===== config.mk =====
export PLATFORM = sky130hd
export DESIGN_NAME = sprite_selector
export DESIGN_NICKNAME = d
export VERILOG_FILES = /design/src/source/sprite_pkg.sv /design/src/source/sprite_selector.sv
export SDC_FILE = /design/constraint.sdc
export NUM_CORES = 1
export LEC_CHECK = 0
export ABC_AREA = 1
export BUFFER_PORTS_ARGS = -buffer_cell sky130_fd_sc_hd__buf_2
export CAP_MARGIN = 20
export CORE_ASPECT_RATIO = 1.4
export CORE_MARGIN = 5
export CORE_UTILIZATION = 40
export DETAILED_ROUTE_END_ITERATION = 8
export PLACE_DENSITY = 0.66
export SLEW_MARGIN = 40
export SYNTH_ARGS = -nofsm -noshare
export SYNTH_HDL_FRONTEND = slang
export SYNTH_SLANG_ARGS = --single-unit

===== constraint.sdc =====
create_clock -name vclk -period 7.39
set_clock_uncertainty 0.05 [all_clocks]
set_input_delay 1.478 -clock vclk [all_inputs]
set_output_delay 1.478 -clock vclk [all_outputs]
set_load 0.05 [all_outputs]

===== src/source/sprite_pkg.sv =====
package sprite_pkg;

    // --------------------------------------------------
    // Frame and sprite geometry
    // --------------------------------------------------
    localparam int FRAME_W     = 32;
    localparam int FRAME_H     = 24;
    localparam int NUM_SPRITES = 8;
    localparam int MAX_LAYERS  = 4;
    localparam int SPRITE_SIZE = 8;
    localparam int NUM_IMAGES  = 4;

    // Derived widths
    localparam int X_W     = 10;
    localparam int Y_W     = 9;
    localparam int OFS_W   = $clog2(SPRITE_SIZE);
    localparam int IMG_W   = $clog2(NUM_IMAGES);
    localparam int SLOT_W  = $clog2(NUM_SPRITES);
    localparam int LAYER_W = $clog2(MAX_LAYERS);

    // Register port
    localparam int REG_AW = 8;
    localparam int REG_DW = 32;

    // Sprite ROM, one image after the other
    localparam int ROM_DEPTH = NUM_IMAGES * SPRITE_SIZE * SPRITE_SIZE;
    localparam int ROM_AW    = $clog2(ROM_DEPTH);

    // Magenta colour key
    localparam logic [23:0] TRANSPARENT = 24'hFF_00_FF;

    // --------------------------------------------------
    // Shared types
    // --------------------------------------------------
    typedef struct packed {
        logic [7:0] r;
        logic [7:0] g;
        logic [7:0] b;
    } rgb_t;

    typedef struct packed {
        logic             enable;
        logic [X_W-1:0]   x;
        logic [Y_W-1:0]   y;
        logic [IMG_W-1:0] image;
    } sprite_attr_t;

    typedef struct packed {
        logic             valid;
        logic [IMG_W-1:0] image;
        logic [OFS_W-1:0] row;
        logic [OFS_W-1:0] col;
    } layer_hit_t;

    // Image content, addressed as {image, row, col}
    // Every third diagonal is see-through
    function automatic rgb_t sprite_pattern(input logic [ROM_AW-1:0] addr);
        logic [IMG_W-1:0] image;
        logic [OFS_W-1:0] row;
        logic [OFS_W-1:0] col;
        int               sum;
        rgb_t             px;
        {image, row, col} = addr;
        sum = int'(image) + int'(row) + int'(col);
        if (sum % 3 == 0) begin
            px = TRANSPARENT;
        end else begin
            // Green never reaches zero, so no clash with the key
            px.r = 8'(row * 32 + 31);
            px.g = 8'(col * 32 + 16);
            px.b = 8'(image * 64 + sum * 4);
        end
        return px;
    endfunction

endpackage


===== src/source/sprite_selector.sv =====
module sprite_selector
    import sprite_pkg::*;
(
    input  logic [NUM_SPRITES-1:0]       visible,
    input  layer_hit_t [NUM_SPRITES-1:0] hits,
    output layer_hit_t [MAX_LAYERS-1:0]  layers
);

    // Lowest slot ends up in layer 0, the front layer
    always_comb begin
        logic [LAYER_W:0] n;
        n = '0;
        layers = '0;
        for (int s = 0; s < NUM_SPRITES; s++) begin
            if (visible[s] && (n < (LAYER_W + 1)'(MAX_LAYERS))) begin
                layers[n[LAYER_W-1:0]]       = hits[s];
                layers[n[LAYER_W-1:0]].valid = 1'b1;
                n = n + 1'b1;
            end
        end
    end

endmodule


==> impl_metrics.json, run 1 <==
{
  "globalplace.congestion": 0.898,
  "synth_cells": 675,
  "switching_share_pct": 74.5,
  "floorplan.initialDensity_pct": 41.1,
  "syn_nets": 775,
  "p_total_mw": 0.664,
  "slew_headroom_pct": 53.8,
  "avgViaCountPerCell": 4.97,
  "grt_usage_pct": 21.2,
  "setup_viol": 0,
  "grt.busiest_layer": "met2",
  "first_pass_iters": 5,
  "tns_ns": 0,
  "route.vias.total": 4338,
  "yosysTopAreaCellShare_pct": 39.3,
  "endpoint_kind": "output port",
  "p_sw_mw": 0.495,
  "crit_fanout": 25,
  "period_share_pct": 94.5,
  "fillers": 913,
  "grt_max_degree": 26,
  "critical_path_class": "in -> out",
  "seqPwrFrac_pct": 0,
  "synth-xor-area-share_pct": 0,
  "grt_use_met1_pct": 26.8,
  "status": "complete, no violations",
  "wirelength_microns": 10900,
  "finalHoldViolCount": 0,
  "ir_worst_vdd_mv": 0.179,
  "clock_buffers": 0,
  "p_leak_nw": 2.44,
  "rsz0062_at_grt": "false",
  "design_area_sq_um": 3810,
  "grt_pass1_wl_microns": 18100,
  "multi_input_area_sq_um": 2730,
  "crit_required_ns": 5.86,
  "hold_path.class": "in -> out",
  "design.seq.count": 0,
  "die_x_microns": 85.6,
  "die_h_microns": 116,
  "synth_cell_types": 31,
  "synth_top_family_by_area": "simple AND/OR/NAND/NOR gates",
  "first_global_vias": 3922,
  "cp-start-kind": "input pin",
  "area_growth_pct": 19.0,
  "synth.area.top_cells": "nand2_1, nand3_1, inv_1, ha_1, nand4_1",
  "hold_depth": 4,
  "yosys.area_share.simple_pct": 66.7,
  "place_area_sq_um": 3760,
  "synthAdderAreaFrac_pct": 7.81,
  "use_met2_pct": 40.4,
  "core_sq_um": 7800,
  "cp.arrival_ns": 5.46,
  "grt-ovfl-total": 0,
  "synth_mux_area_share_pct": 0,
  "yosysSeqAreaShare_pct": 0,
  "min_period_ns": 6.99,
  "ant_nets": 0,
  "synth_compound_area_share_pct": 10.8,
  "first_iter_violations": 230,
  "layout-drive-gt1-share_pct": 19.4,
  "use_met3_pct": 1.07,
  "finalMaxSlewViolations": 0,
  "syn_area_per_cell_sq_um": 4.75,
  "fmax_mhz": 143,
  "tightest_slew_ns": 0.690,
  "dieArea_sq_um": 9920,
  "p_clk_share_pct": 0,
  "diodes": 0,
  "synth_top_area_cell": "nand2_1",
  "pwr-share-comb_pct": 100.0,
  "maxCapViolCount": 0,
  "io_pins": 116,
  "fin_nets": 875,
  "final-seq-area_sq_um": 0,
  "syn_area_sq_um": 3200,
  "ys_warn_count": 0,
  "core.rowCount": 38,
  "wl_per_cell_microns": 12.5,
  "io_buffers": 108,
  "antenna_found_initial": 0,
  "power_density_nw_per_um2": 174,
  "post-dp-hpwl_microns": 9430,
  "p_int_mw": 0.169,
  "drc_errors": 0
}
==> path summary, 6_finish.rpt <==
kind | startpoint | end
worst max-delay path | visible[1] | layers[15]
worst min-delay path | hits[70] | layers[34]
==> what timing repair did <==
action	CTS	global route
setup endpoints to repair	0	28
gates resized for setup	0	2
hold buffers	0	0
setup buffers	0	6
==> layout by cell type (no fill, tap or decap), drive strengths merged <==
cell type and count:
nand2 345, buf 118, inv 87, nand3 74
nand4 36, o21ai 29, nor2 27, ha 20
a21oi 15, o22ai 8, nor3 6, clkinv 2
o211ai 2, o21bai 1, o221ai 1, nand3b 1
o2111ai 1
==> per-stage QoR <==
stage / cells / hold WS, ns / worst slack [ns] / utilization [%]
floorplan: 675 / 3.25 / 0.626 / -
CTS: 867 / 3.36 / 0.170 / 48.3
finish: 873 / 3.37 / 0.404 / 48.9
detailed placement: 867 / 3.36 / 0.190 / 48.3
global route: 873 / 3.37 / 0.0237 / 48.9
global placement: 867 / 3.35 / 0.279 / 48.3
==> power groups by stage <==
stage	Combinational [mW]	Clock (mW)	Sequential, mW
final	0.664	0	0
after global routing	0.722	0	0
after CTS	0.654	0	0
after detailed placement	0.652	0	0
after global placement	0.645	0	0
after floorplan	0.514	0	0
==> area by class of cell <==
| type | count | area share (%) |
|---|---|---|
| Inverter | 89 | 8.76 |
| Timing Repair Buffer | 118 | 16.2 |
| Tap cell | 100 | 3.28 |
| Multi-Input combinational cell | 566 | 71.7 |
==> synth_stat cells, types with 2 or more instances <==
| cell type | instances |
|---|---|
| nor2_2 | 3 |
| nand2_1 | 335 |
| o21ai_2 | 2 |
| nor3_1 | 6 |
| a21oi_1 | 14 |
| nor2_1 | 22 |
| o21ai_1 | 2 |
| nand2_2 | 7 |
| clkinv_1 | 3 |
| nor2_4 | 2 |
| nand4_1 | 36 |
| buf_2 | 6 |
| nand2_4 | 3 |
| inv_1 | 82 |
| nand3_4 | 2 |
| nand3_1 | 68 |
| ha_1 | 20 |
| clkbuf_1 | 6 |
| buf_6 | 6 |
| inv_2 | 4 |
| o21ai_0 | 25 |
| buf_4 | 2 |
| o22ai_1 | 8 |
| nand3_2 | 4 |
==> cell families (layout without fill, tap and decap cells) <==
| family | after synthesis | after routing |
|---|---|---|
| simple gates | 489 | 489 |
| compound gates | 57 | 57 |
| fa+ha+maj | 20 | 20 |
| buf+inv | 109 | 207 |
==> worst max-delay path: stages <==
cell and delay, ns:
buf_2 0.22, inv_1 0.10, ha_1 0.38, nand2_2 0.11, inv_2 0.06, nor2_2 0.19
ha_1 0.28, nand3_1 0.08, nand2_1 0.11, ha_1 0.24, a21oi_4 0.26, nand2_4 0.12
inv_1 0.14, nand2_1 0.10, nand2_1 0.11, inv_1 0.08, ha_1 0.23, inv_1 0.07
o221ai_2 0.12, nor2_4 0.22, buf_6 0.23, nand4_1 0.12, nand2_1 0.11, buf_2 0.26
==> routing by layer <==
| layer | share of wire (%) | vias up |
|---|---|---|
| met3 | 5.5 | 6 |
| met2 | 51 | 134 |
| met5 | 0 | - |
| met1 | 43 | 1849 |
| met4 | 0.78 | 0 |
| li1 | - | 2349 |
Power figures use the tool's default switching activity.
==> run 2, diff against run 1 <==
--- a/config.mk
+++ b/config.mk
@@ -12,6 +12,7 @@
 export CORE_MARGIN = 5
 export CORE_UTILIZATION = 40
 export DETAILED_ROUTE_END_ITERATION = 8
+export GPL_TIMING_DRIVEN = 0
 export PLACE_DENSITY = 0.66
 export SLEW_MARGIN = 40
 export SYNTH_ARGS = -nofsm -noshare
==> impl_metrics.json, run 2 (synthesis gave the netlist of run 1 again) <==
{
  "tightest_slew_ns": 0.634,
  "first_pass_iters": 5,
  "p_clk_share_pct": 0,
  "final_common_cell": "nand2_1",
  "slowest_stage": "ha_2",
  "globalplace.congestion": 0.952,
  "dieArea_sq_um": 9920,
  "rsz0062_at_grt": "false",
  "seqPwrFrac_pct": 0,
  "switching_share_pct": 73.3,
  "post-dp-hpwl_microns": 10400,
  "grt-ovfl-total": 0,
  "route.vias.total": 4468,
  "ir_worst_vdd_mv": 0.125,
  "path_cells": "buf_2, inv_1, ha_2, nand2_2, inv_2, nor2_2, ha_1, nand3_1, nand2_1, ha_1, a21oi_4, nand2_4, inv_1, nand2_1, nand2_1, inv_1, ha_1, inv_1, o221ai_2, nor2_4, clkbuf_4, nand4_1, nand2_1, buf_2",
  "status": "complete, no violations",
  "first_iter_violations": 338,
  "crit_family": "buffers and inverters",
  "die_x_microns": 85.6,
  "fin_nets": 886,
  "p_sw_mw": 0.507,
  "final_cell_mix": "nand2_1, buf_2, inv_1",
  "die_h_microns": 116,
  "p_int_mw": 0.184,
  "worst_slack_ns": 0.382,
  "crit_required_ns": 5.86,
  "dp_slack_ns": -0.131,
  "avgViaCountPerCell": 5.05,
  "crit_fanout": 14,
  "pwr-share-comb_pct": 100.0,
  "grt_pass1_wl_microns": 20300,
  "cp.arrival_ns": 5.48,
  "cp.depth": 24,
  "diodes": 0,
  "io_buffers": 106,
  "design.seq.count": 0,
  "wl_per_cell_microns": 13.3,
  "slew_headroom_pct": 57.6,
  "cp-start-kind": "input pin",
  "floorplan.initialDensity_pct": 41.1,
  "finalMaxSlewViolations": 0,
  "finalHoldViolCount": 0,
  "period_share_pct": 94.8,
  "final-seq-area_sq_um": 0,
  "cp_num_buf_inv": 8,
  "hold_depth": 4,
  "hold_slack_ns": 3.36,
  "antenna_found_initial": 0,
  "core_sq_um": 7800,
  "wirelength_microns": 11700,
  "grt_usage_pct": 23.8,
  "ant_nets": 0,
  "tns_ns": 0,
  "critical_path_class": "in -> out",
  "placed_cells": 881,
  "setup_viol": 0,
  "grt_max_degree": 15,
  "first_global_vias": 4432,
  "area_growth_pct": 21.8,
  "layout-drive-gt1-share_pct": 20.3,
  "power_density_nw_per_um2": 177,
  "min_period_ns": 7.01,
  "post_layout_nonfiller_instances": 884,
  "maxCapViolCount": 0,
  "endpoint_kind": "output port",
  "io_pins": 116,
  "slowest_delay_ns": 0.43,
  "clock_buffers": 0,
  "core.rowCount": 38,
  "p_total_mw": 0.691,
  "p_leak_nw": 2.48,
  "hold_path.class": "in -> out",
  "fmax_mhz": 143,
  "drc_errors": 0
}
## run 2: cell types whose count changed in the layout (fill, tap and decap cells not counted)
cell / delta
buf_6: +5
ha_2: +1
clkbuf_4: +3
clkbuf_1: +3
buf_2: +1
ha_1: -1
buf_4: -1
## run 2: path summary, 6_finish.rpt
kind | startpoint | end | slack, ns
worst max-delay path | visible[1] | layers[11] | 0.38
worst min-delay path | hits[70] | layers[34] | 3.36
## run 2: stage by stage
stage               cell area, sq um  utilization, %
finish                          3900            50.0
CTS                             3850            49.4
global route                    3900            50.0
global placement                3860            49.5
detailed placement              3860            49.5
floorplan                       3200               -
## run 2: final cells by class
| cell class | count | area (sq um) |
|---|---|---|
| Multi-Input combinational cell | 566 | 2740 |
| Inverter | 89 | 334 |
| Fill cell | 930 | 3890 |
| Timing Repair Buffer | 112 | 576 |
| Tap cell | 100 | 125 |
| Buffer | 17 | 131 |
## run 2: power groups by stage
stage          clock network, mW  registers (mW)  logic, mW
4_1_cts                        0               0      0.680
3_5_place_dp                   0               0      0.679
5_1_grt                        0               0      0.751
2_1_floorplan                  0               0      0.514
3_3_place_gp                   0               0      0.673
6_report                       0               0      0.691
## run 2: what timing repair did
item,in CTS,in global routing
setup endpoints to repair,32,34
cloned,0,0
buffers inserted,0,6
gates resized for setup,0,5
pin swaps,0,2
hold buffers,0,0
## run 2: routing by layer
| layer | track usage (%) | part of all wire, % | vias to the layer above |
|---|---|---|---|
| met1 | 27.3 | 40 | 1907 |
| li1 | - | - | 2377 |
| met4 | 5.70 | 1.7 | 0 |
| met2 | 46.9 | 52 | 164 |
| met3 | 1.85 | 5.7 | 20 |
| met5 | 0 | 0 | - |
