File: src/source/sprite_pkg.sv
package sprite_pkg;

    // --------------------------------------------------
    // Frame and sprite geometry
    // --------------------------------------------------
    localparam int FRAME_W     = 32;
    localparam int FRAME_H     = 24;
    localparam int NUM_SPRITES = 8;
    localparam int MAX_LAYERS  = 4;
    localparam int SPRITE_SIZE = 8;
    localparam int NUM_IMAGES  = 4;

    // Derived widths
    localparam int X_W     = 10;
    localparam int Y_W     = 9;
    localparam int OFS_W   = $clog2(SPRITE_SIZE);
    localparam int IMG_W   = $clog2(NUM_IMAGES);
    localparam int SLOT_W  = $clog2(NUM_SPRITES);
    localparam int LAYER_W = $clog2(MAX_LAYERS);

    // Register port
    localparam int REG_AW = 8;
    localparam int REG_DW = 32;

    // Sprite ROM, one image after the other
    localparam int ROM_DEPTH = NUM_IMAGES * SPRITE_SIZE * SPRITE_SIZE;
    localparam int ROM_AW    = $clog2(ROM_DEPTH);

    // Magenta colour key
    localparam logic [23:0] TRANSPARENT = 24'hFF_00_FF;

    // --------------------------------------------------
    // Shared types
    // --------------------------------------------------
    typedef struct packed {
        logic [7:0] r;
        logic [7:0] g;
        logic [7:0] b;
    } rgb_t;

    typedef struct packed {
        logic             enable;
        logic [X_W-1:0]   x;
        logic [Y_W-1:0]   y;
        logic [IMG_W-1:0] image;
    } sprite_attr_t;

    typedef struct packed {
        logic             valid;
        logic [IMG_W-1:0] image;
        logic [OFS_W-1:0] row;
        logic [OFS_W-1:0] col;
    } layer_hit_t;

    // Image content, addressed as {image, row, col}
    // Every third diagonal is see-through
    function automatic rgb_t sprite_pattern(input logic [ROM_AW-1:0] addr);
        logic [IMG_W-1:0] image;
        logic [OFS_W-1:0] row;
        logic [OFS_W-1:0] col;
        int               sum;
        rgb_t             px;
        {image, row, col} = addr;
        sum = int'(image) + int'(row) + int'(col);
        if (sum % 3 == 0) begin
            px = TRANSPARENT;
        end else begin
            // Green never reaches zero, so no clash with the key
            px.r = 8'(row * 32 + 31);
            px.g = 8'(col * 32 + 16);
            px.b = 8'(image * 64 + sum * 4);
        end
        return px;
    endfunction

endpackage

File: src/source/pixel_counter.sv
module pixel_counter
    import sprite_pkg::*;
(
    input  logic           clk,
    input  logic           rst_n,
    input  logic           pc_enable,
    output logic [X_W-1:0] pixel_x,
    output logic [Y_W-1:0] pixel_y,
    output logic           frame_wrap
);

    logic last_x;
    logic last_y;

    assign last_x = (pixel_x == X_W'(FRAME_W - 1));
    assign last_y = (pixel_y == Y_W'(FRAME_H - 1));

    // High in the cycle that moves the last pixel back to the origin
    assign frame_wrap = pc_enable && last_x && last_y;

    // Raster order, x first
    always_ff @(posedge clk or negedge rst_n) begin
        if (!rst_n) begin
            pixel_x <= '0;
            pixel_y <= '0;
        end else if (pc_enable) begin
            if (last_x) begin
                pixel_x <= '0;
                pixel_y <= last_y ? '0 : pixel_y + 1'b1;
            end else begin
                pixel_x <= pixel_x + 1'b1;
            end
        end
    end

endmodule

File: config.mk
export PLATFORM = sky130hd
export DESIGN_NAME = pixel_counter
export DESIGN_NICKNAME = d
export VERILOG_FILES = /design/src/source/sprite_pkg.sv /design/src/source/pixel_counter.sv
export SDC_FILE = /design/constraint.sdc
export NUM_CORES = 1
export LEC_CHECK = 0
export ABC_AREA = 1
export BUFFER_PORTS_ARGS = -buffer_cell sky130_fd_sc_hd__buf_2
export CAP_MARGIN = 10
export CORE_ASPECT_RATIO = 0.7
export CORE_UTILIZATION = 25
export DETAILED_ROUTE_END_ITERATION = 10
export GPL_ROUTABILITY_DRIVEN = 0
export PLACE_DENSITY_LB_ADDON = 0.08
export SETUP_SLACK_MARGIN = 0.1
export SLEW_MARGIN = 20
export SYNTH_ARGS = -nofsm -noshare
export SYNTH_HDL_FRONTEND = slang
export SYNTH_SLANG_ARGS = --single-unit
File: constraint.sdc
create_clock -name clk -period 1.8 [get_ports clk]
set_input_delay 0.09 -clock clk [delete_from_list [all_inputs] [get_ports clk]]
set_output_delay 0.09 -clock clk [all_outputs]
set_load 0.05 [all_outputs]
==> results of run 1 <==
worst max-delay path, stage by stage (launching register included):
cell and delay [ns]:
dfrtp_2 0.39, ha_4 0.15, nand2_2 0.08, inv_2 0.08
nand2_1 0.06, nor2_2 0.11, and3_2 0.20, buf_6 0.15
flip-flops by register name (all words and copies together), names as in the netlist:
| name | count |
|---|---|
| pixel_y | 9 |
| pixel_x | 10 |
what timing repair did:
action,in CTS,in global routing
cloned,0,0
resized for setup,3,3
buffers inserted,3,4
hold buffers,1,0
setup endpoints to repair,1,1
pin swaps,1,0
hold endpoints to repair,19,0
final cells by class:
cell class                      instances  area share
Multi-Input combinational cell        134       0.441
Sequential cell                        19       0.307
Timing Repair Buffer                   31       0.120
Tap cell                               66      0.0530
Inverter                               21      0.0506
Clock buffer                            4      0.0289
power by group through the flow:
| stage | registers (uW) | clock network (uW) | logic [uW] |
|---|---|---|---|
| 5_1_grt | 630 | 344 | 743 |
| 4_1_cts | 617 | 321 | 653 |
| 2_1_floorplan | 850 | 0 | 269 |
| 6_report | 613 | 304 | 688 |
| 3_5_place_dp | 625 | 0 | 651 |
| 3_3_place_gp | 622 | 0 | 651 |
cells in the mapped netlist, drive strengths merged:
master,number
and3,1
dfrtp,19
nor2,32
nor3,3
nand2,72
clkinv,1
nand4,2
o21ai,1
ha,2
nand3,13
xor2,3
a21oi,1
buf,1
nand3b,2
inv,20
xnor2,1
or2,1
path summary, 6_finish.rpt:
| path | cells past startpoint | startpoint | end |
|---|---|---|---|
| worst max-delay path | 7 | pixel_y[0] | frame_wrap |
| worst min-delay path | 3 | pc_enable | pixel_x[8] |
| worst max register to register | 7 | pixel_x[0] | pixel_y[6] |
| worst min register to register | 2 | pixel_y[8] | pixel_y[8] |
| max in group asynchronous | 2 | rst_n | pixel_y[0] |
| min in group asynchronous | 2 | rst_n | pixel_x[2] |
per-stage QoR:
step                cell area, um^2  utilization  setup WS, ns
floorplan                      1230            -         0.176
global placement               1430        0.315         0.232
detailed placement             1430        0.315         0.215
CTS                            1510        0.334         0.135
global route                   1560        0.344        0.0970
finish                         1560        0.344         0.220
cell families (layout without fill, tap and decap cells):
family,Yosys count,after routing
AND/OR/NAND/NOR,126,126
buffers and inverters,22,56
flip-flops,19,19
XOR/XNOR,4,4
adder cells (fa/ha/maj),2,2
AO/OA/AOI/OAI,2,2
layer usage:
layer | up-vias | wire length (um)
met1 | 530 | 1740
met2 | 14 | 1230
met4 | 0 | 19
met3 | 2 | 116
li1 | 603 | -
met5 | - | 0
==> impl_metrics.py, run 1 <==
metrics = {
    "synthesis": {
        "synth-xor-area-share": 0.0285,
        "synthAdderAreaFrac": 0.0204,
        "syn_nets": 180,
        "ys_types": 24,
        "synth_top_area_frac": 0.387,
        "ys_ff_latch": 19,
        "synthSimpleGateAreaFrac": 0.487,
        "syn_inst": 175,
        "muxShareOfSynthArea": 0,
        "synth_top_family_by_area": "simple AND/OR/NAND/NOR gates",
        "synth_area_per_cell_um2": 7.01,
        "synth_seq_area_share": 0.387,
        "synth_area_leaders": "dfrtp_1, nand2_1, nor2_1, nand3_1, inv_1",
        "syn-cell-area_um2": 1230,
        "synth_compound_area_frac": 0.00815,
        "yosys.area.top_type": "dfrtp_1",
        "synth_warnings": 0,
    },
    "floorplan": {
        "num_rows": 20,
        "num_io_pins": 23,
        "die_w_um": 85.8,
        "core-area_um2": 4530,
        "initial_core_util": 0.271,
        "die-height_um": 60.6,
        "fp.dieArea_um2": 5200,
    },
    "sta": {
        "hold_viol": 0,
        "post-route-period-util": 0.878,
        "timing.final.crit_period_ns": 1.58,
        "setup_viol": 0,
        "slew_headroom": 0.683,
        "finClkSkew_ns": 0.00143,
        "drv_slew": 0,
        "fmax_mhz": 633,
        "timing.setup.tns_ns": 0,
        "whs_ns": 0.176,
        "worstMarginPinSlew_ns": 0.475,
        "rsz0062_at_grt": "no",
    },
    "clocking": {
        "cts-buffers-inserted": 3,
        "cts_htree_levels": 1,
        "clock_sinks": 19,
        "clkTransAtPathRegs_ns": 0.07,
        "cts_tree": "built",
        "clk_root_buffer_cell": "clkbuf_8",
        "clk_latency_ns": 0.25,
        "clockBufferDepth": 2,
    },
    "critical_path": {
        "required_ns": 1.71,
        "critPathLaunchType": "flip-flop",
        "cp.arrival_ns": 1.49,
        "rrSetupSlack_ns": 0.42,
        "crit_type": "flip-flop to output pin",
        "worstSetupEndpointType": "output pin",
        "critPathMaxFanout": 4,
    },
    "grt": {
        "grtUsageMet1": 0.201,
        "gr-usage-met3": 0.0381,
        "track_usage": 0.133,
        "gr-total-overflow": 0,
        "grt_pass1_vias": 1025,
        "grt_max_degree": 20,
        "met2_usage": 0.187,
        "antenna_found_initial": 0,
        "grt_pass1_wl_um": 5200,
        "busiest_layer": "met1",
    },
    "cells_and_area": {
        "fillers": 486,
        "multi_input_area_um2": 687,
        "area_growth_pct": 26.9,
        "layout_commonest_cell": "nand2_1",
        "final_cells": 275,
        "fin_nets": 215,
        "final_cell_mix": "nand2_1, nor2_1, buf_2, dfrtp_1, inv_1",
        "n_antenna_cell": 0,
        "layout-drive-gt1-share": 0.263,
        "regArea_um2": 478,
    },
    "placed_design": {
        "port_buffers": 22,
        "placed_cells": 263,
        "hpwl_um": 2290,
    },
    "route": {
        "drtIter0Drc": 35,
        "drt-vias-per-instance": 4.18,
        "drc": 0,
        "via_count": 1149,
        "final_antenna_net_count": 0,
        "avgRoutedWirePerCell_um": 11.3,
        "routed_wl_um": 3110,
        "firstDrtPassIters": 4,
    },
    "pwr": {
        "power_density_nw_per_um2": 1030,
        "switchingPower_uw": 756,
        "total_power_uw": 1600,
        "pwr-share-clk": 0.189,
        "peakVddDrop_uv": 588,
        "swShare": 0.471,
        "comb_power_share": 0.429,
        "internal_power_uw": 849,
        "seq_power_share": 0.382,
        "p_leak_uw": 0.000810,
    },
    "min_path": {
        "hp-class": "primary input to flip-flop",
    },
    "status": {
        "outcome": "completed",
    },
    "flow_run": {
        "cap_viol_max_count": 0,
    },
}
Note: power is estimated with default switching activity, not from simulation.
==> run 2, diff against run 1 <==
BUFFER_PORTS_ARGS = default   (was -buffer_cell sky130_fd_sc_hd__buf_2)
DONT_BUFFER_PORTS = 1   (was default)
==> run 2 against run 1 <==
Net effect: fmax is 1.3% lower; first-iteration DRC count is 130% higher; die area is the same; utilization fell by 0.61 points; largest power group unchanged; total power grew 0.47%; cell count decreased by 3.6%; via count decreased by 5.3%.
==> impl_metrics.py, run 2 (same netlist as run 1, synthesis figures left out) <==
metrics = {
    "sta": {
        "whs_ns": 0.0462,
        "slew_headroom": 0.371,
        "finClkSkew_ns": 0.00296,
        "hold_viol": 0,
        "setup_viol": 0,
        "post-route-period-util": 0.890,
        "fmax_mhz": 625,
        "timing.setup.tns_ns": 0,
        "drv_slew": 0,
        "worstMarginPinSlew_ns": 0.940,
        "rsz0062_at_grt": "no",
        "timing.final.crit_period_ns": 1.60,
    },
    "critical_path": {
        "crit_chain": "ha_2 -> nand2_2 -> inv_2 -> nand2_1 -> nor2_4 -> and3_4",
        "worst_path_largest_cell_delay_ns": 0.36,
        "worstSetupEndpointType": "output pin",
        "required_ns": 1.71,
        "cp.arrival_ns": 1.51,
        "crit_type": "flip-flop to output pin",
        "critPathLaunchType": "flip-flop",
        "critPathMaxFanout": 4,
        "cp_slowest_cell": "dfrtp_2",
    },
    "floorplan": {
        "die_w_um": 85.8,
        "initial_core_util": 0.271,
        "fp.dieArea_um2": 5200,
        "core-area_um2": 4530,
        "die-height_um": 60.6,
        "num_rows": 20,
        "num_io_pins": 23,
    },
    "cells_and_area": {
        "top_register": "pixel_x",
        "layout_commonest_cell": "nand2_1",
        "final_cells": 265,
        "largest_register_ffs": 10,
        "fillers": 494,
        "fin_nets": 205,
        "reg.largest.list": "pixel_x (10), pixel_y (9)",
        "layout-drive-gt1-share": 0.216,
        "area_growth_pct": 24.7,
        "final_cell_mix": "nand2_1, nor2_1, buf_4, dfrtp_1, inv_1",
        "n_antenna_cell": 0,
    },
    "grt": {
        "grt_pass1_vias": 989,
        "busiest_layer": "met1",
        "gr-usage-met3": 0.0395,
        "grt_pass1_wl_um": 5130,
        "track_usage": 0.133,
        "grtUsageMet1": 0.214,
        "met2_usage": 0.173,
        "antenna_found_initial": 0,
        "grt_max_degree": 20,
        "gr-total-overflow": 0,
    },
    "clocking": {
        "clkTransAtPathRegs_ns": 0.07,
        "clockBufferDepth": 2,
        "clk_root_buffer_cell": "clkbuf_8",
        "cts_tree": "built",
        "cts-buffers-inserted": 3,
        "cts_htree_levels": 1,
        "clock_sinks": 19,
        "clk_latency_ns": 0.26,
    },
    "min_path": {
        "hp-class": "primary input to flip-flop",
    },
    "route": {
        "drc": 0,
        "avgRoutedWirePerCell_um": 11.8,
        "via_count": 1088,
        "final_antenna_net_count": 0,
        "drtIter0Drc": 79,
        "firstDrtPassIters": 5,
        "drt-vias-per-instance": 4.11,
        "routed_wl_um": 3130,
    },
    "pwr": {
        "internal_power_uw": 860,
        "swShare": 0.467,
        "peakVddDrop_uv": 591,
        "comb_power_share": 0.444,
        "power_density_nw_per_um2": 1050,
        "switchingPower_uw": 753,
        "p_leak_uw": 0.000764,
        "seq_power_share": 0.366,
        "pwr-share-clk": 0.190,
    },
    "flow_run": {
        "cap_viol_max_count": 0,
    },
    "placed_design": {
        "hpwl_um": 2430,
        "placed_cells": 259,
        "port_buffers": 0,
    },
    "status": {
        "outcome": "completed",
    },
}
run 2: power by group through the flow:
stage / Clock [uW] / Sequential [uW] / Combinational (uW)
4_1_cts: 323 / 592 / 723
3_3_place_gp: 0 / 597 / 704
2_1_floorplan: 0 / 850 / 269
3_5_place_dp: 0 / 601 / 706
6_report: 306 / 590 / 716
5_1_grt: 337 / 606 / 778
run 2: worst paths after layout:
| kind | startpoint | end | slack (ns) | cells past startpoint |
|---|---|---|---|---|
| worst max-delay path | pixel_y[1] | frame_wrap | 0.20 | 6 |
| worst max register to register | pixel_x[1] | pixel_y[0] | 0.43 | 7 |
| max in group asynchronous | rst_n | pixel_y[0] | 0.74 | 1 |
| worst min register to register | pixel_y[4] | pixel_y[4] | 0.60 | 2 |
| worst min-delay path | pc_enable | pixel_x[1] | 0.05 | 3 |
| min in group asynchronous | rst_n | pixel_x[3] | 0.42 | 1 |
run 2: layout make-up:
cell class | count | area [um^2] | share of cell area
Clock buffer | 4 | 45.0 | 0.0294
Tap cell | 66 | 82.6 | 0.0540
Inverter | 21 | 78.8 | 0.0515
Sequential cell | 19 | 478 | 0.312
Timing Repair Buffer | 21 | 163 | 0.106
Multi-Input combinational cell | 134 | 683 | 0.446
run 2: timing repair:
action                                 CTS  global route
gates resized for setup                  2             2
endpoints found under the hold margin   23             0
pin swaps                                1             2
setup buffers                            0             0
setup endpoints to repair                1             1
hold buffers                             2             0
run 2: metrics by stage:
stage          instance area (um^2)  total power [uW]  utilization  worst slack [ns]
6_report                       1530              1610        0.338             0.199
5_1_grt                        1530              1720        0.338             0.115
4_1_cts                        1530              1640        0.337             0.103
3_5_place_dp                   1450              1310        0.320             0.306
3_3_place_gp                   1450              1300        0.320             0.376
2_1_floorplan                  1230              1120            -             0.176
run 2: worst max-delay path, delay by kind of cell, from the launching register on:
kind	cells	cell delay, ns
and+or+nand+nor	4	0.60
buffers and inverters	1	0.09
DFF	1	0.36
adders and majority gates	1	0.20
run 2: layer usage:
metal	part of all wire	wire, um
met4	0.0048	15
met5	0	0
met3	0.040	124
met1	0.57	1770
met2	0.39	1220
