**config.mk**
```make
export PLATFORM = sky130hd
export DESIGN_NAME = sprite_table
export DESIGN_NICKNAME = d
export VERILOG_FILES = /design/src/source/sprite_pkg.sv /design/src/source/sprite_table.sv
export SDC_FILE = /design/constraint.sdc
export NUM_CORES = 1
export LEC_CHECK = 0
export ABC_AREA = 1
export BUFFER_PORTS_ARGS = -buffer_cell sky130_fd_sc_hd__clkbuf_2
export CAP_MARGIN = 10
export CORE_AREA = 2 2 211 213
export DETAILED_ROUTE_END_ITERATION = 8
export DIE_AREA = 0 0 213 215
export GPL_TIMING_DRIVEN = 0
export PLACE_DENSITY = 0.67
export SYNTH_ARGS = -nofsm -noshare
export SYNTH_HDL_FRONTEND = slang
export SYNTH_SLANG_ARGS = --single-unit
```
**constraint.sdc**
```tcl
create_clock -name clk -period 2.81 [get_ports clk]
set_input_delay 0.1405 -clock clk [delete_from_list [all_inputs] [get_ports clk]]
set_output_delay 0.1405 -clock clk [all_outputs]
set_load 0.02 [all_outputs]
```
**src/source/sprite_pkg.sv**
```systemverilog
package sprite_pkg;

    // --------------------------------------------------
    // Frame and sprite geometry
    // --------------------------------------------------
    localparam int FRAME_W     = 32;
    localparam int FRAME_H     = 24;
    localparam int NUM_SPRITES = 8;
    localparam int MAX_LAYERS  = 4;
    localparam int SPRITE_SIZE = 8;
    localparam int NUM_IMAGES  = 4;

    // Derived widths
    localparam int X_W     = 10;
    localparam int Y_W     = 9;
    localparam int OFS_W   = $clog2(SPRITE_SIZE);
    localparam int IMG_W   = $clog2(NUM_IMAGES);
    localparam int SLOT_W  = $clog2(NUM_SPRITES);
    localparam int LAYER_W = $clog2(MAX_LAYERS);

    // Register port
    localparam int REG_AW = 8;
    localparam int REG_DW = 32;

    // Sprite ROM, one image after the other
    localparam int ROM_DEPTH = NUM_IMAGES * SPRITE_SIZE * SPRITE_SIZE;
    localparam int ROM_AW    = $clog2(ROM_DEPTH);

    // Magenta colour key
    localparam logic [23:0] TRANSPARENT = 24'hFF_00_FF;

    // --------------------------------------------------
    // Shared types
    // --------------------------------------------------
    typedef struct packed {
        logic [7:0] r;
        logic [7:0] g;
        logic [7:0] b;
    } rgb_t;

    typedef struct packed {
        logic             enable;
        logic [X_W-1:0]   x;
        logic [Y_W-1:0]   y;
        logic [IMG_W-1:0] image;
    } sprite_attr_t;

    typedef struct packed {
        logic             valid;
        logic [IMG_W-1:0] image;
        logic [OFS_W-1:0] row;
        logic [OFS_W-1:0] col;
    } layer_hit_t;

    // Image content, addressed as {image, row, col}
    // Every third diagonal is see-through
    function automatic rgb_t sprite_pattern(input logic [ROM_AW-1:0] addr);
        logic [IMG_W-1:0] image;
        logic [OFS_W-1:0] row;
        logic [OFS_W-1:0] col;
        int               sum;
        rgb_t             px;
        {image, row, col} = addr;
        sum = int'(image) + int'(row) + int'(col);
        if (sum % 3 == 0) begin
            px = TRANSPARENT;
        end else begin
            // Green never reaches zero, so no clash with the key
            px.r = 8'(row * 32 + 31);
            px.g = 8'(col * 32 + 16);
            px.b = 8'(image * 64 + sum * 4);
        end
        return px;
    endfunction

endpackage

```
**src/source/sprite_table.sv**
```systemverilog
module sprite_table
    import sprite_pkg::*;
(
    input  logic                          clk,
    input  logic                          rst_n,
    input  logic                          avalon_write,
    input  logic [REG_AW-1:0]             avalon_address,
    input  logic [REG_DW-1:0]             avalon_writedata,
    input  logic                          frame_wrap,
    input  logic [X_W-1:0]                pixel_x,
    input  logic [Y_W-1:0]                pixel_y,
    output logic [NUM_SPRITES-1:0]        visible,
    output layer_hit_t [NUM_SPRITES-1:0]  hits
);

    sprite_attr_t shadow [NUM_SPRITES];
    sprite_attr_t active [NUM_SPRITES];
    sprite_attr_t wr_attr;
    logic         wr_hit;

    // --------------------------------------------------
    // Register decode
    // --------------------------------------------------
    always_comb begin
        wr_attr.enable = avalon_writedata[31];
        wr_attr.x      = avalon_writedata[28:19];
        wr_attr.y      = avalon_writedata[17:9];
        wr_attr.image  = avalon_writedata[1:0];
    end

    // Addresses past the last slot are ignored
    assign wr_hit = avalon_write && (avalon_address < REG_AW'(NUM_SPRITES));

    always_ff @(posedge clk or negedge rst_n) begin
        if (!rst_n) begin
            shadow <= '{default: '0};
            active <= '{default: '0};
        end else begin
            if (wr_hit) begin
                shadow[avalon_address[SLOT_W-1:0]] <= wr_attr;
            end
            // New attributes only at frame start
            if (frame_wrap) begin
                active <= shadow;
            end
        end
    end

    // --------------------------------------------------
    // Per-sprite hit test
    // --------------------------------------------------
    for (genvar i = 0; i < NUM_SPRITES; i++) begin : g_hit
        logic [X_W:0] dx;
        logic [Y_W:0] dy;

        // Left of or above the sprite wraps to a large offset
        assign dx = {1'b0, pixel_x} - {1'b0, active[i].x};
        assign dy = {1'b0, pixel_y} - {1'b0, active[i].y};

        assign visible[i] = active[i].enable
                         && (dx < (X_W + 1)'(SPRITE_SIZE))
                         && (dy < (Y_W + 1)'(SPRITE_SIZE));

        assign hits[i].valid = visible[i];
        assign hits[i].image = active[i].image;
        assign hits[i].row   = dy[OFS_W-1:0];
        assign hits[i].col   = dx[OFS_W-1:0];
    end

endmodule

```
==> impl_metrics.tcl, run 1 <==
set metrics [dict create \
    status "finished, final reports clean" \
    slew_violations 0 \
    postRouteWirelength_um 68900 \
    core_area_sq_mm 0.0436 \
    timing.max_slew.rel_slack_pct 40.1 \
    ir_worst_vdd_mv 0.698 \
    grt_max_degree 118 \
    setup_tns_ps 0 \
    number_of_global_route_vias_before_repair 18400 \
    cp_max_fo 3 \
    static_leakage_nw 13.0 \
    endpoint_arrival_time_on_the_critical_path_ps 2660 \
    numPortBuffers 130 \
    timing.final.crit_share_pct 99.7 \
    postSynthCellCount 2896 \
    timing.critical_path.required_ps 2670 \
    fin_hold_ws_ps 65.1 \
    die_width_um 213 \
    chipHeight_um 215 \
    yosysSeqAreaShare_pct 40.9 \
    grt_antenna_before_repair 4 \
    clk-insertion-delay-late_ps 520 \
    layout_common_cells "nand2_1, inv_1, dfrtp_1" \
    place_congestion 0.943 \
    ctsHtreeMaxLevel 2 \
    max_stage_delay_ps 410 \
    num_io_pins 143 \
    dp_slack_ps -823 \
    worst_slew_pin_slew_ps 899 \
    tritoncts "built" \
    fp-row-count 77 \
    topRoutingLayerUsed "met5" \
    syn_to_final_growth_pct 16.3 \
    drt_first_iter_violations 1656 \
    hpwl_um 48900 \
    max-cap-violations 0 \
    setup_viol_count_final 0 \
    detail_route.wirelength.met1_um 29500 \
    vias_per_cell 5.33 \
    endpoint_kind "output pin" \
    global_routing_usage_summed_across_all_routing_layers_pct 30.0 \
    die_footprint_sq_mm 0.0458 \
    wl_per_cell_um 18.6 \
    synthDistinctLibCells 29 \
    fillCellCount 4023 \
    route.met2.wl_um 31600 \
    cts.sink_count 352 \
    hold_viol_final 0 \
    detailed_place.area_sq_mm 0.0230 \
    dr_total_vias 19800 \
    power_per_cell_area_mw_per_mm2 539 \
    synthesized_cell_area_sq_mm 0.0215 \
    mostFrequentLayoutCell "nand2_1" \
    met3RoutedLength_um 4430 \
    worst_setup_hold_path_clk_slew_ps 60 \
    start_kind "flop" \
    finalPower_mw 13.5 \
    grt_pass1_wl_um 104000 \
    path_class "reg -> out" \
    gr_overflow_total 0 \
    worstHoldPathType "in -> reg" \
    final_area_sq_mm 0.0251 \
    synth.ff_latch_count 352 \
    syn_nets 3127 \
    synth_flop_cell "dfrtp_1" \
    ctsRootBufferMaster "clkbuf_16" \
    drc_errors_left 0 \
    final_period_minus_worst_setup_slack_ps 2800 \
    critPathMostFrequentCell "nand2_2" \
    finalNetCount 3324 \
    tritoncts.num_buffers 38 \
    final_critical_path_setup_slack_ps 8.42 \
    ant_nets 0 \
    worst_clock_skew_ps 12.3 \
    initial_utilization_pct 49.3 \
    rsz_0062_raised_after_global_routing "true" \
    synthesis.area_per_instance_sq_um 7.44 \
    crit_path_cell_trace "ha_2 > fa_2 > nand3b_1 > nand2_2 > nand2_2 > nand3_2 > nand2_2 > nor2_2 > nand2_1 > nor3_2 > buf_4 > buf_8" \
    timing.critical_path.slowest_stage_cell "dfrtp_1" \
    drt_pass1_iterations 6 \
    drive_gt1_share_pct 13.5 \
    synth.yosys.warnings 0 \
    max_root_sink_buffers 3 \
    async_flop_share_pct 100 \
    number_of_flops_mapped_to_enable_cells_by_yosys 0 \
    fmaxAchievable_mhz 357 \
]
[power breakdown]
group / leakage (nW) / switching, mW / internal, mW
Combinational: 7.54 / 1.86 / 0.942
Sequential: 4.85 / 0.133 / 5.32
Clock: 0.644 / 2.02 / 3.23
Total: 13.0 / 4.02 / 9.49
[metrics by stage]
step	std cells	utilization (%)
final	3712	57.4
after global routing	3711	57.4
after CTS	3697	56.4
after detailed placement	3621	52.7
after global placement	3618	52.5
after floorplan	2896	-
[cells in the mapped netlist (3+ instances only)]
cell / count / area (sq um)
ha_1: 152 / 1900
mux2_2: 40 / 450
nand3_2: 6 / 60.1
o21ai_0: 318 / 1590
o21ai_1: 4 / 20.0
a21oi_1: 90 / 450
a21o_1: 7 / 52.6
fa_1: 16 / 320
o21bai_1: 7 / 52.6
inv_1: 480 / 1800
dfrtp_1: 352 / 8810
nand4_1: 28 / 175
nand3_1: 168 / 841
o21a_1: 4 / 30.0
clkbuf_1: 51 / 191
or2_2: 9 / 56.3
xnor2_1: 20 / 175
nor2_1: 135 / 507
nor3_1: 14 / 70.1
buf_2: 16 / 80.1
nand2_1: 921 / 3460
buf_1: 3 / 11.3
nand3b_1: 24 / 180
buf_4: 24 / 180
[final cells by class]
| cell class | instances | area [sq um] | share of cell area, % |
|---|---|---|---|
| antenna | 1 | 2.50 | 0.00999 |
| buffer | 91 | 448 | 1.79 |
| clock buffer | 58 | 1170 | 4.66 |
| clock inverter | 8 | 150 | 0.599 |
| inverter | 480 | 1820 | 7.25 |
| multi-input combinational | 1970 | 10900 | 43.4 |
| sequential | 352 | 8810 | 35.2 |
| tap | 592 | 741 | 2.96 |
| timing repair buffer | 160 | 1050 | 4.19 |
[worst max-delay path: cells and delay by family (launching register included)]
| kind | cells | cell delay, ps |
|---|---|---|
| buf+inv | 2 | 250 |
| simple gates | 8 | 910 |
| fa+ha+maj | 2 | 570 |
| flops | 1 | 410 |
[cell families after synthesis]
logic type	share of synthesized area, %
DFF	40.9
xor gates and xnor gates	0.895
AOI/OAI and AO/OA	10.3
buffers and inverters	10.5
and+or+nand+nor	25.0
adders and majority gates	10.3
muxes	2.09
[final timing paths]
check | cells past startpoint | from | end | slack, ps
worst max-delay path | 12 | active[90]$_DFFE_PN0P_ | visible[3] | 8
worst min-delay path | 2 | frame_wrap | active[59]$_DFFE_PN0P_ | 70
worst max register to register | 2 | active[156]$_DFFE_PN0P_ | active[156]$_DFFE_PN0P_ | 1860
worst min register to register | 2 | shadow[129]$_DFFE_PN0P_ | active[129]$_DFFE_PN0P_ | 480
max in group asynchronous | 4 | rst_n | active[134]$_DFFE_PN0P_ | 1280
min in group asynchronous | 2 | rst_n | active[21]$_DFFE_PN0P_ | 90
[flip-flops by register name, indices dropped and copies added (netlist names)]
name,flops
hits,16
shadow,176
active,160
[layer usage]
metal | vias up | GRT usage, %
met2 | 715 | 48.5
met4 | 4 | 12.0
met3 | 159 | 3.62
li1 | 9523 | -
met1 | 9386 | 41.1
met5 | - | 0
[what timing repair did]
item / CTS / global route
setup endpoints to repair: 16 / 16
hold buffers: 1 / 0
hold endpoints to repair: 89 / 0
pin swaps: 17 / 60
resized for setup: 61 / 99
setup buffers: 12 / 14
Power figures use the tool's default switching activity.
==> inputs of run 2 (changes only) <==
Settings changed: CORE_AREA 2 2 211 213 to 2 2 190 192, DIE_AREA 0 0 213 215 to 0 0 192 194, PLACE_DENSITY 0.67 to 0.81.
==> impl_metrics.tcl, run 2 (synthesis gave the netlist of run 1 again) <==
set metrics [dict create \
    status "finished with violations" \
    violations "negative setup slack" \
    fin_util_pct 70.4 \
    numPortBuffers 130 \
    die_footprint_sq_mm 0.0372 \
    final_critical_path_setup_slack_ps -12.1 \
    place_congestion 0.895 \
    ir_worst_vdd_mv 0.641 \
    global_routing_usage_summed_across_all_routing_layers_pct 37.2 \
    hpwl_um 47700 \
    final_area_sq_mm 0.0248 \
    path_class "reg -> out" \
    met3_usage_pct 6.30 \
    rr_startpoint "active[54]$_DFFE_PN0P_" \
    drt_first_iter_violations 2057 \
    drive_gt1_share_pct 13.3 \
    max-cap-violations 0 \
    critPathLaunch "active[143]$_DFFE_PN0P_" \
    worst_hold_startpoint "frame_wrap" \
    grt_busiest_layer "met2" \
    endpoint_arrival_time_on_the_critical_path_ps 2680 \
    fillCellCount 2856 \
    slew_violations 0 \
    clk-insertion-delay-late_ps 510 \
    ctsHtreeMaxLevel 2 \
    drt_pass1_iterations 7 \
    hold_viol_final 0 \
    syn_to_final_growth_pct 15.1 \
    static_leakage_nw 13.0 \
    number_of_global_route_vias_before_repair 19300 \
    grt_pass1_wl_um 105000 \
    drc_errors_left 0 \
    seq_area_sq_mm 0.00881 \
    timing.max_slew.rel_slack_pct 47.4 \
    gr-usage-met2_pct 57.9 \
    initial_utilization_pct 61.1 \
    layout_common_cells "nand2_1, inv_1, dfrtp_1" \
    wl_per_cell_um 19.3 \
    ant_nets 0 \
    setup_tns_ps -12.1 \
    timing.critical_path.required_ps 2670 \
    tritoncts "built" \
    tritoncts.num_buffers 36 \
    multi_input_comb_area_sq_mm 0.0108 \
    dp.cells 3490 \
    mostFrequentLayoutCell "nand2_1" \
    fin_hold_ws_ps 91.5 \
    chipHeight_um 194 \
    postRouteWirelength_um 69200 \
    dr_total_vias 20500 \
    dp_slack_ps -787 \
    endpoint_kind "output pin" \
    detailed_place.area_sq_mm 0.0229 \
    largest_reg_flops 176 \
    worstHoldPathType "in -> reg" \
    final_period_minus_worst_setup_slack_ps 2820 \
    fp-row-count 69 \
    setup_viol_count_final 1 \
    finalPower_mw 13.4 \
    start_kind "flop" \
    core_area_sq_mm 0.0352 \
    cts.sink_count 352 \
    worst_clock_skew_ps 7.98 \
    die_width_um 192 \
    instances_no_fill 3582 \
    num_io_pins 143 \
    fmaxAchievable_mhz 354 \
    cp_max_fo 3 \
    timing.final.crit_share_pct 100 \
    max_root_sink_buffers 3 \
    grt_max_degree 119 \
    finalNetCount 3326 \
    rsz_0062_raised_after_global_routing "true" \
    grt_antenna_before_repair 3 \
    worst_slew_pin_slew_ps 789 \
    vias_per_cell 5.72 \
    gr_overflow_total 0 \
    met1_resource_use_gr_pct 49.5 \
    largest_register "shadow" \
    power_per_cell_area_mw_per_mm2 542 \
    ctsRootBufferMaster "clkbuf_16" \
    worst_setup_hold_path_clk_slew_ps 60 \
]
==> run 2: cell count changes in the layout (fill, tap and decap cells not counted), sizes merged <==
cell	previous run	this run
buf	84	91
bufinv	4	6
clkbuf	224	213
clkinv	2	5
diode	1	2
inv	477	476
==> run 2: final cells by class <==
cell class	count	share of cell area, %
diodes	2	0.0202
repair buffers	163	4.34
clock buffers	50	4.29
flip-flops and latches	352	35.5
inverters	480	7.33
well taps	461	2.33
clock inverters	12	0.858
plain buffers	92	1.84
multi-input cells	1970	43.5
==> run 2: power breakdown <==
group | switching [mW] | internal (mW) | total, mW
combinational | 1.86 | 0.926 | 2.79
clock | 1.99 | 3.19 | 5.18
sequential | 0.145 | 5.32 | 5.47
==> run 2: what timing repair did <==
item                                    4_1_cts  5_1_grt
hold buffers                                  1        0
endpoints found under the hold margin        67        0
gates cloned                                  0        0
resized for setup                            50       94
buffers inserted                             12       17
pin swaps                                    15       55
endpoints found under the setup margin       16       16
==> run 2: worst paths after layout <==
path                                      endpoint  slack [ps]  depth (start not counted)
max                                     visible[1]         -10                         15
min                         active[62]$_DFFE_PN0P_          90                          2
max reg2reg                 active[54]$_DFFE_PN0P_        1790                          2
min reg2reg                active[122]$_DFFE_PN0P_         490                          2
max in group asynchronous  active[126]$_DFFE_PN0P_        1330                          4
min in group asynchronous   active[25]$_DFFE_PN0P_         210                          2
==> run 2: worst max-delay path, cell delays in order, from the launching register on <==
cell	delay, ps
dfrtp_2	450
ha_4	180
fa_2	340
inv_2	80
nand2_2	50
nand2_2	90
nand3_2	70
nand2_2	80
nand2_2	60
nor2_2	90
nand2_1	60
nor2_2	130
nand3_1	100
nor2_2	160
buf_4	130
buf_8	100
==> run 2: metal layers <==
metal  share of wire [%]  up-vias
met5               0.016        -
met4                 6.3        2
met3                 9.7      235
met2                  45      999
met1                  39     9722
li1                    -     9525
==> inputs of run 3 (changes only) <==
Settings changed: ABC_AREA 1 to unset, ABC_CLOCK_PERIOD_IN_PS set to 2810, CORE_AREA 2 2 190 192 to 2 2 184 186, DIE_AREA 0 0 192 194 to 0 0 186 188, PLACE_DENSITY 0.81 to 0.8.
==> impl_metrics.tcl, run 3 <==
set metrics [dict create \
    gr_overflow_total 0 \
    synth-simple-area-share_pct 10.7 \
    synth_xor_xnor_area_share_pct 2.90 \
    max-cap-violations 0 \
    post_synth_fa_ha_maj_area_fraction_pct 11.1 \
    critPathLaunch "active[90]$_DFFE_PN0P_" \
    final_period_minus_worst_setup_slack_ps 3520 \
    num_io_pins 143 \
    ant_nets 0 \
    final_critical_path_setup_slack_ps -713 \
    synth.largest_area_cell "dfrtp_1" \
    critPathMostFrequentCell "a21oi_4" \
    postRouteWirelength_um 52700 \
    drive_gt1_share_pct 24.8 \
    largest_register "shadow" \
    start_kind "flop" \
    timing.critical_path.slowest_stage_cell "or4_1" \
    clk-insertion-delay-late_ps 520 \
    worst_clock_skew_ps 8.97 \
    synth.yosys.warnings 0 \
    fin_hold_ws_ps 19.3 \
    drc_errors_left 0 \
    grt_antenna_before_repair 0 \
    postSynthCellCount 1961 \
    synth.ff_latch_count 352 \
    grt_pass1_wl_um 82500 \
    ctsHtreeMaxLevel 2 \
    max_root_sink_buffers 3 \
    grt_max_degree 120 \
    synthesis.area_per_instance_sq_um 10.2 \
    vias_per_cell 5.86 \
    status "finished with violations" \
    path_class "reg -> out" \
    ys_top_cells_by_area "dfrtp_1, ha_1, mux2_2" \
    static_leakage_nw 11.2 \
    diodes 0 \
    hold_viol_final 0 \
    syn_nets 2192 \
    cts.sink_count 352 \
    timing.max_slew.rel_slack_pct 28.1 \
    muxShareOfSynthArea_pct 12.7 \
    combinational_family_with_the_most_area_after_synthesis "compound AO/OA/AOI/OAI gates" \
    cp_max_fo 3 \
    tritoncts "built" \
    largest_reg_flops 176 \
    die_footprint_sq_mm 0.0350 \
    worst_slew_pin_slew_ps 1080 \
    timing.critical_path.required_ps 2670 \
    die_width_um 186 \
    worst_setup_hold_path_clk_slew_ps 60 \
    syn_to_final_growth_pct 18.7 \
    tritoncts.num_buffers 38 \
    number_of_global_route_vias_before_repair 15400 \
    synthesized_cell_area_sq_mm 0.0200 \
    violations "negative setup slack" \
    fp-row-count 67 \
    dr_total_vias 15600 \
    r2r.worst_path.cells 4 \
    rr_startpoint "active[90]$_DFFE_PN0P_" \
    global_routing_usage_summed_across_all_routing_layers_pct 30.4 \
    drt_pass1_iterations 5 \
    endpoint_arrival_time_on_the_critical_path_ps 3380 \
    rsz_0062_raised_after_global_routing "true" \
    capturing_instance_or_port_of_the_critical_path "visible[3]" \
    yosysSeqAreaShare_pct 44.1 \
    ff2ff_setup_slack_ps 1630 \
    layout_common_cells "dfrtp_1, inv_1, o21ai_0" \
    drt_first_iter_violations 1055 \
    dp_slack_ps -885 \
    hpwl_um 38400 \
    max_stage_delay_ps 480 \
    endpoint_kind "output pin" \
    finalNetCount 2409 \
    synth_flop_cell "dfrtp_1" \
    regToRegEndpoint "active[90]$_DFFE_PN0P_" \
    power_per_cell_area_mw_per_mm2 560 \
    chipHeight_um 188 \
    place_congestion 0.924 \
    fmaxAchievable_mhz 284 \
    initial_utilization_pct 60.3 \
    number_of_flops_mapped_to_enable_cells_by_yosys 0 \
    async_flop_share_pct 100 \
    slew_violations 0 \
    numPortBuffers 131 \
    timing.final.crit_share_pct 125 \
    mostFrequentLayoutCell "dfrtp_1" \
    synthDistinctLibCells 73 \
    core_area_sq_mm 0.0331 \
    wl_per_cell_um 19.8 \
    worstHoldPathType "in -> reg" \
    ctsRootBufferMaster "clkbuf_16" \
    ir_worst_vdd_mv 0.500 \
    dp.cells 2543 \
    area_fraction_of_the_dominant_cell_type_after_synthesis_pct 44.1 \
    setup_tns_ps -7100 \
    setup_viol_count_final 16 \
    instances_no_fill 2655 \
    post_synth_most_frequent_cells "dfrtp_1, o21ai_0, inv_1" \
    share_of_the_synthesized_area_in_compound_gates_ao_oa_aoi_oai_pct 12.8 \
    crit_path_cell_trace "ha_4 > fa_2 > nand2b_4 > a21oi_4 > a21oi_4 > or4_1 > or4_4 > nor4_4 > buf_4 > buf_8" \
    yosysMostFrequentCell "dfrtp_1" \
]
-- run 3: cell count changes in the layout (fill, tap and decap cells not counted), moves of 70 or more --
cell / change
inv_1: -279
mux2_1: +70
mux2_2: +108
nand2_1: -713
nand3_1: -138
o21ai_0: -131
-- run 3: worst min-delay path by stage --
| stage | from | endpoint | depth (start not counted) |
|---|---|---|---|
| after detailed placement | rst_n | shadow[35]$_DFFE_PN0P_ | 1 |
| after global routing | avalon_writedata[1] | shadow[89]$_DFFE_PN0P_ | 2 |
| final | avalon_writedata[14] | shadow[95]$_DFFE_PN0P_ | 2 |
| after floorplan | rst_n | active[100]$_DFFE_PN0P_ | 0 |
| after CTS | avalon_writedata[9] | shadow[90]$_DFFE_PN0P_ | 2 |
| after global placement | shadow[98]$_DFFE_PN0P_ | active[98]$_DFFE_PN0P_ | 2 |
-- run 3: cells by family (layout without fill, tap and decap cells) --
group / Yosys count / count (layout)
flops: 352 / 352
simple gates: 452 / 452
mux: 226 / 226
compound gates: 424 / 424
buf+inv: 273 / 519
xor+xnor: 66 / 66
fa+ha+maj: 168 / 168
-- run 3: report_power, final --
part           total [mW]  switching, mW  internal [mW]
Clock                5.23           2.06           3.17
Combinational        2.59           1.59           1.00
Sequential           5.44          0.118           5.32
-- run 3: metrics by stage --
stage | utilization (%) | area [sq um] | power (mW)
2_1_floorplan | - | 20100 | 7.06
3_3_place_gp | 64.3 | 21300 | 7.75
3_5_place_dp | 64.6 | 21400 | 7.85
4_1_cts | 70.5 | 23300 | 13.2
5_1_grt | 71.5 | 23700 | 13.8
6_report | 71.5 | 23700 | 13.3
-- run 3: timing repair --
item / CTS / global route
pin swaps: 47 / 53
hold buffers: 3 / 1
cloned: 0 / 0
hold endpoints to repair: 57 / 1
endpoints found under the setup margin: 16 / 16
resized for setup: 92 / 69
buffers inserted: 26 / 14
-- run 3: cell type report --
class / count / area, sq um
multi-input cells: 1336 / 10700
fillers: 2346 / 9420
flip-flops and latches: 352 / 8810
repair buffers: 178 / 1180
clock buffers: 56 / 1170
inverters: 195 / 739
well taps: 448 / 561
plain buffers: 77 / 400
clock inverters: 13 / 144
-- run 3: worst max-delay path, delay by kind of cell (launching register included) --
kind,cells,cell delay (ps)
simple gates,4,1310
fa+ha+maj,2,530
flops,1,420
compound gates,2,330
buf+inv,2,280
-- run 3: routing by layer --
layer,GRT usage (%),part of all wire (%),wire [um],up-vias
met3,4.72,6.0,3190,121
met2,48.4,47,24700,523
met4,9.54,3.2,1680,0
li1,-,-,-,7199
met5,0,0,0,-
met1,43.0,44,23100,7713
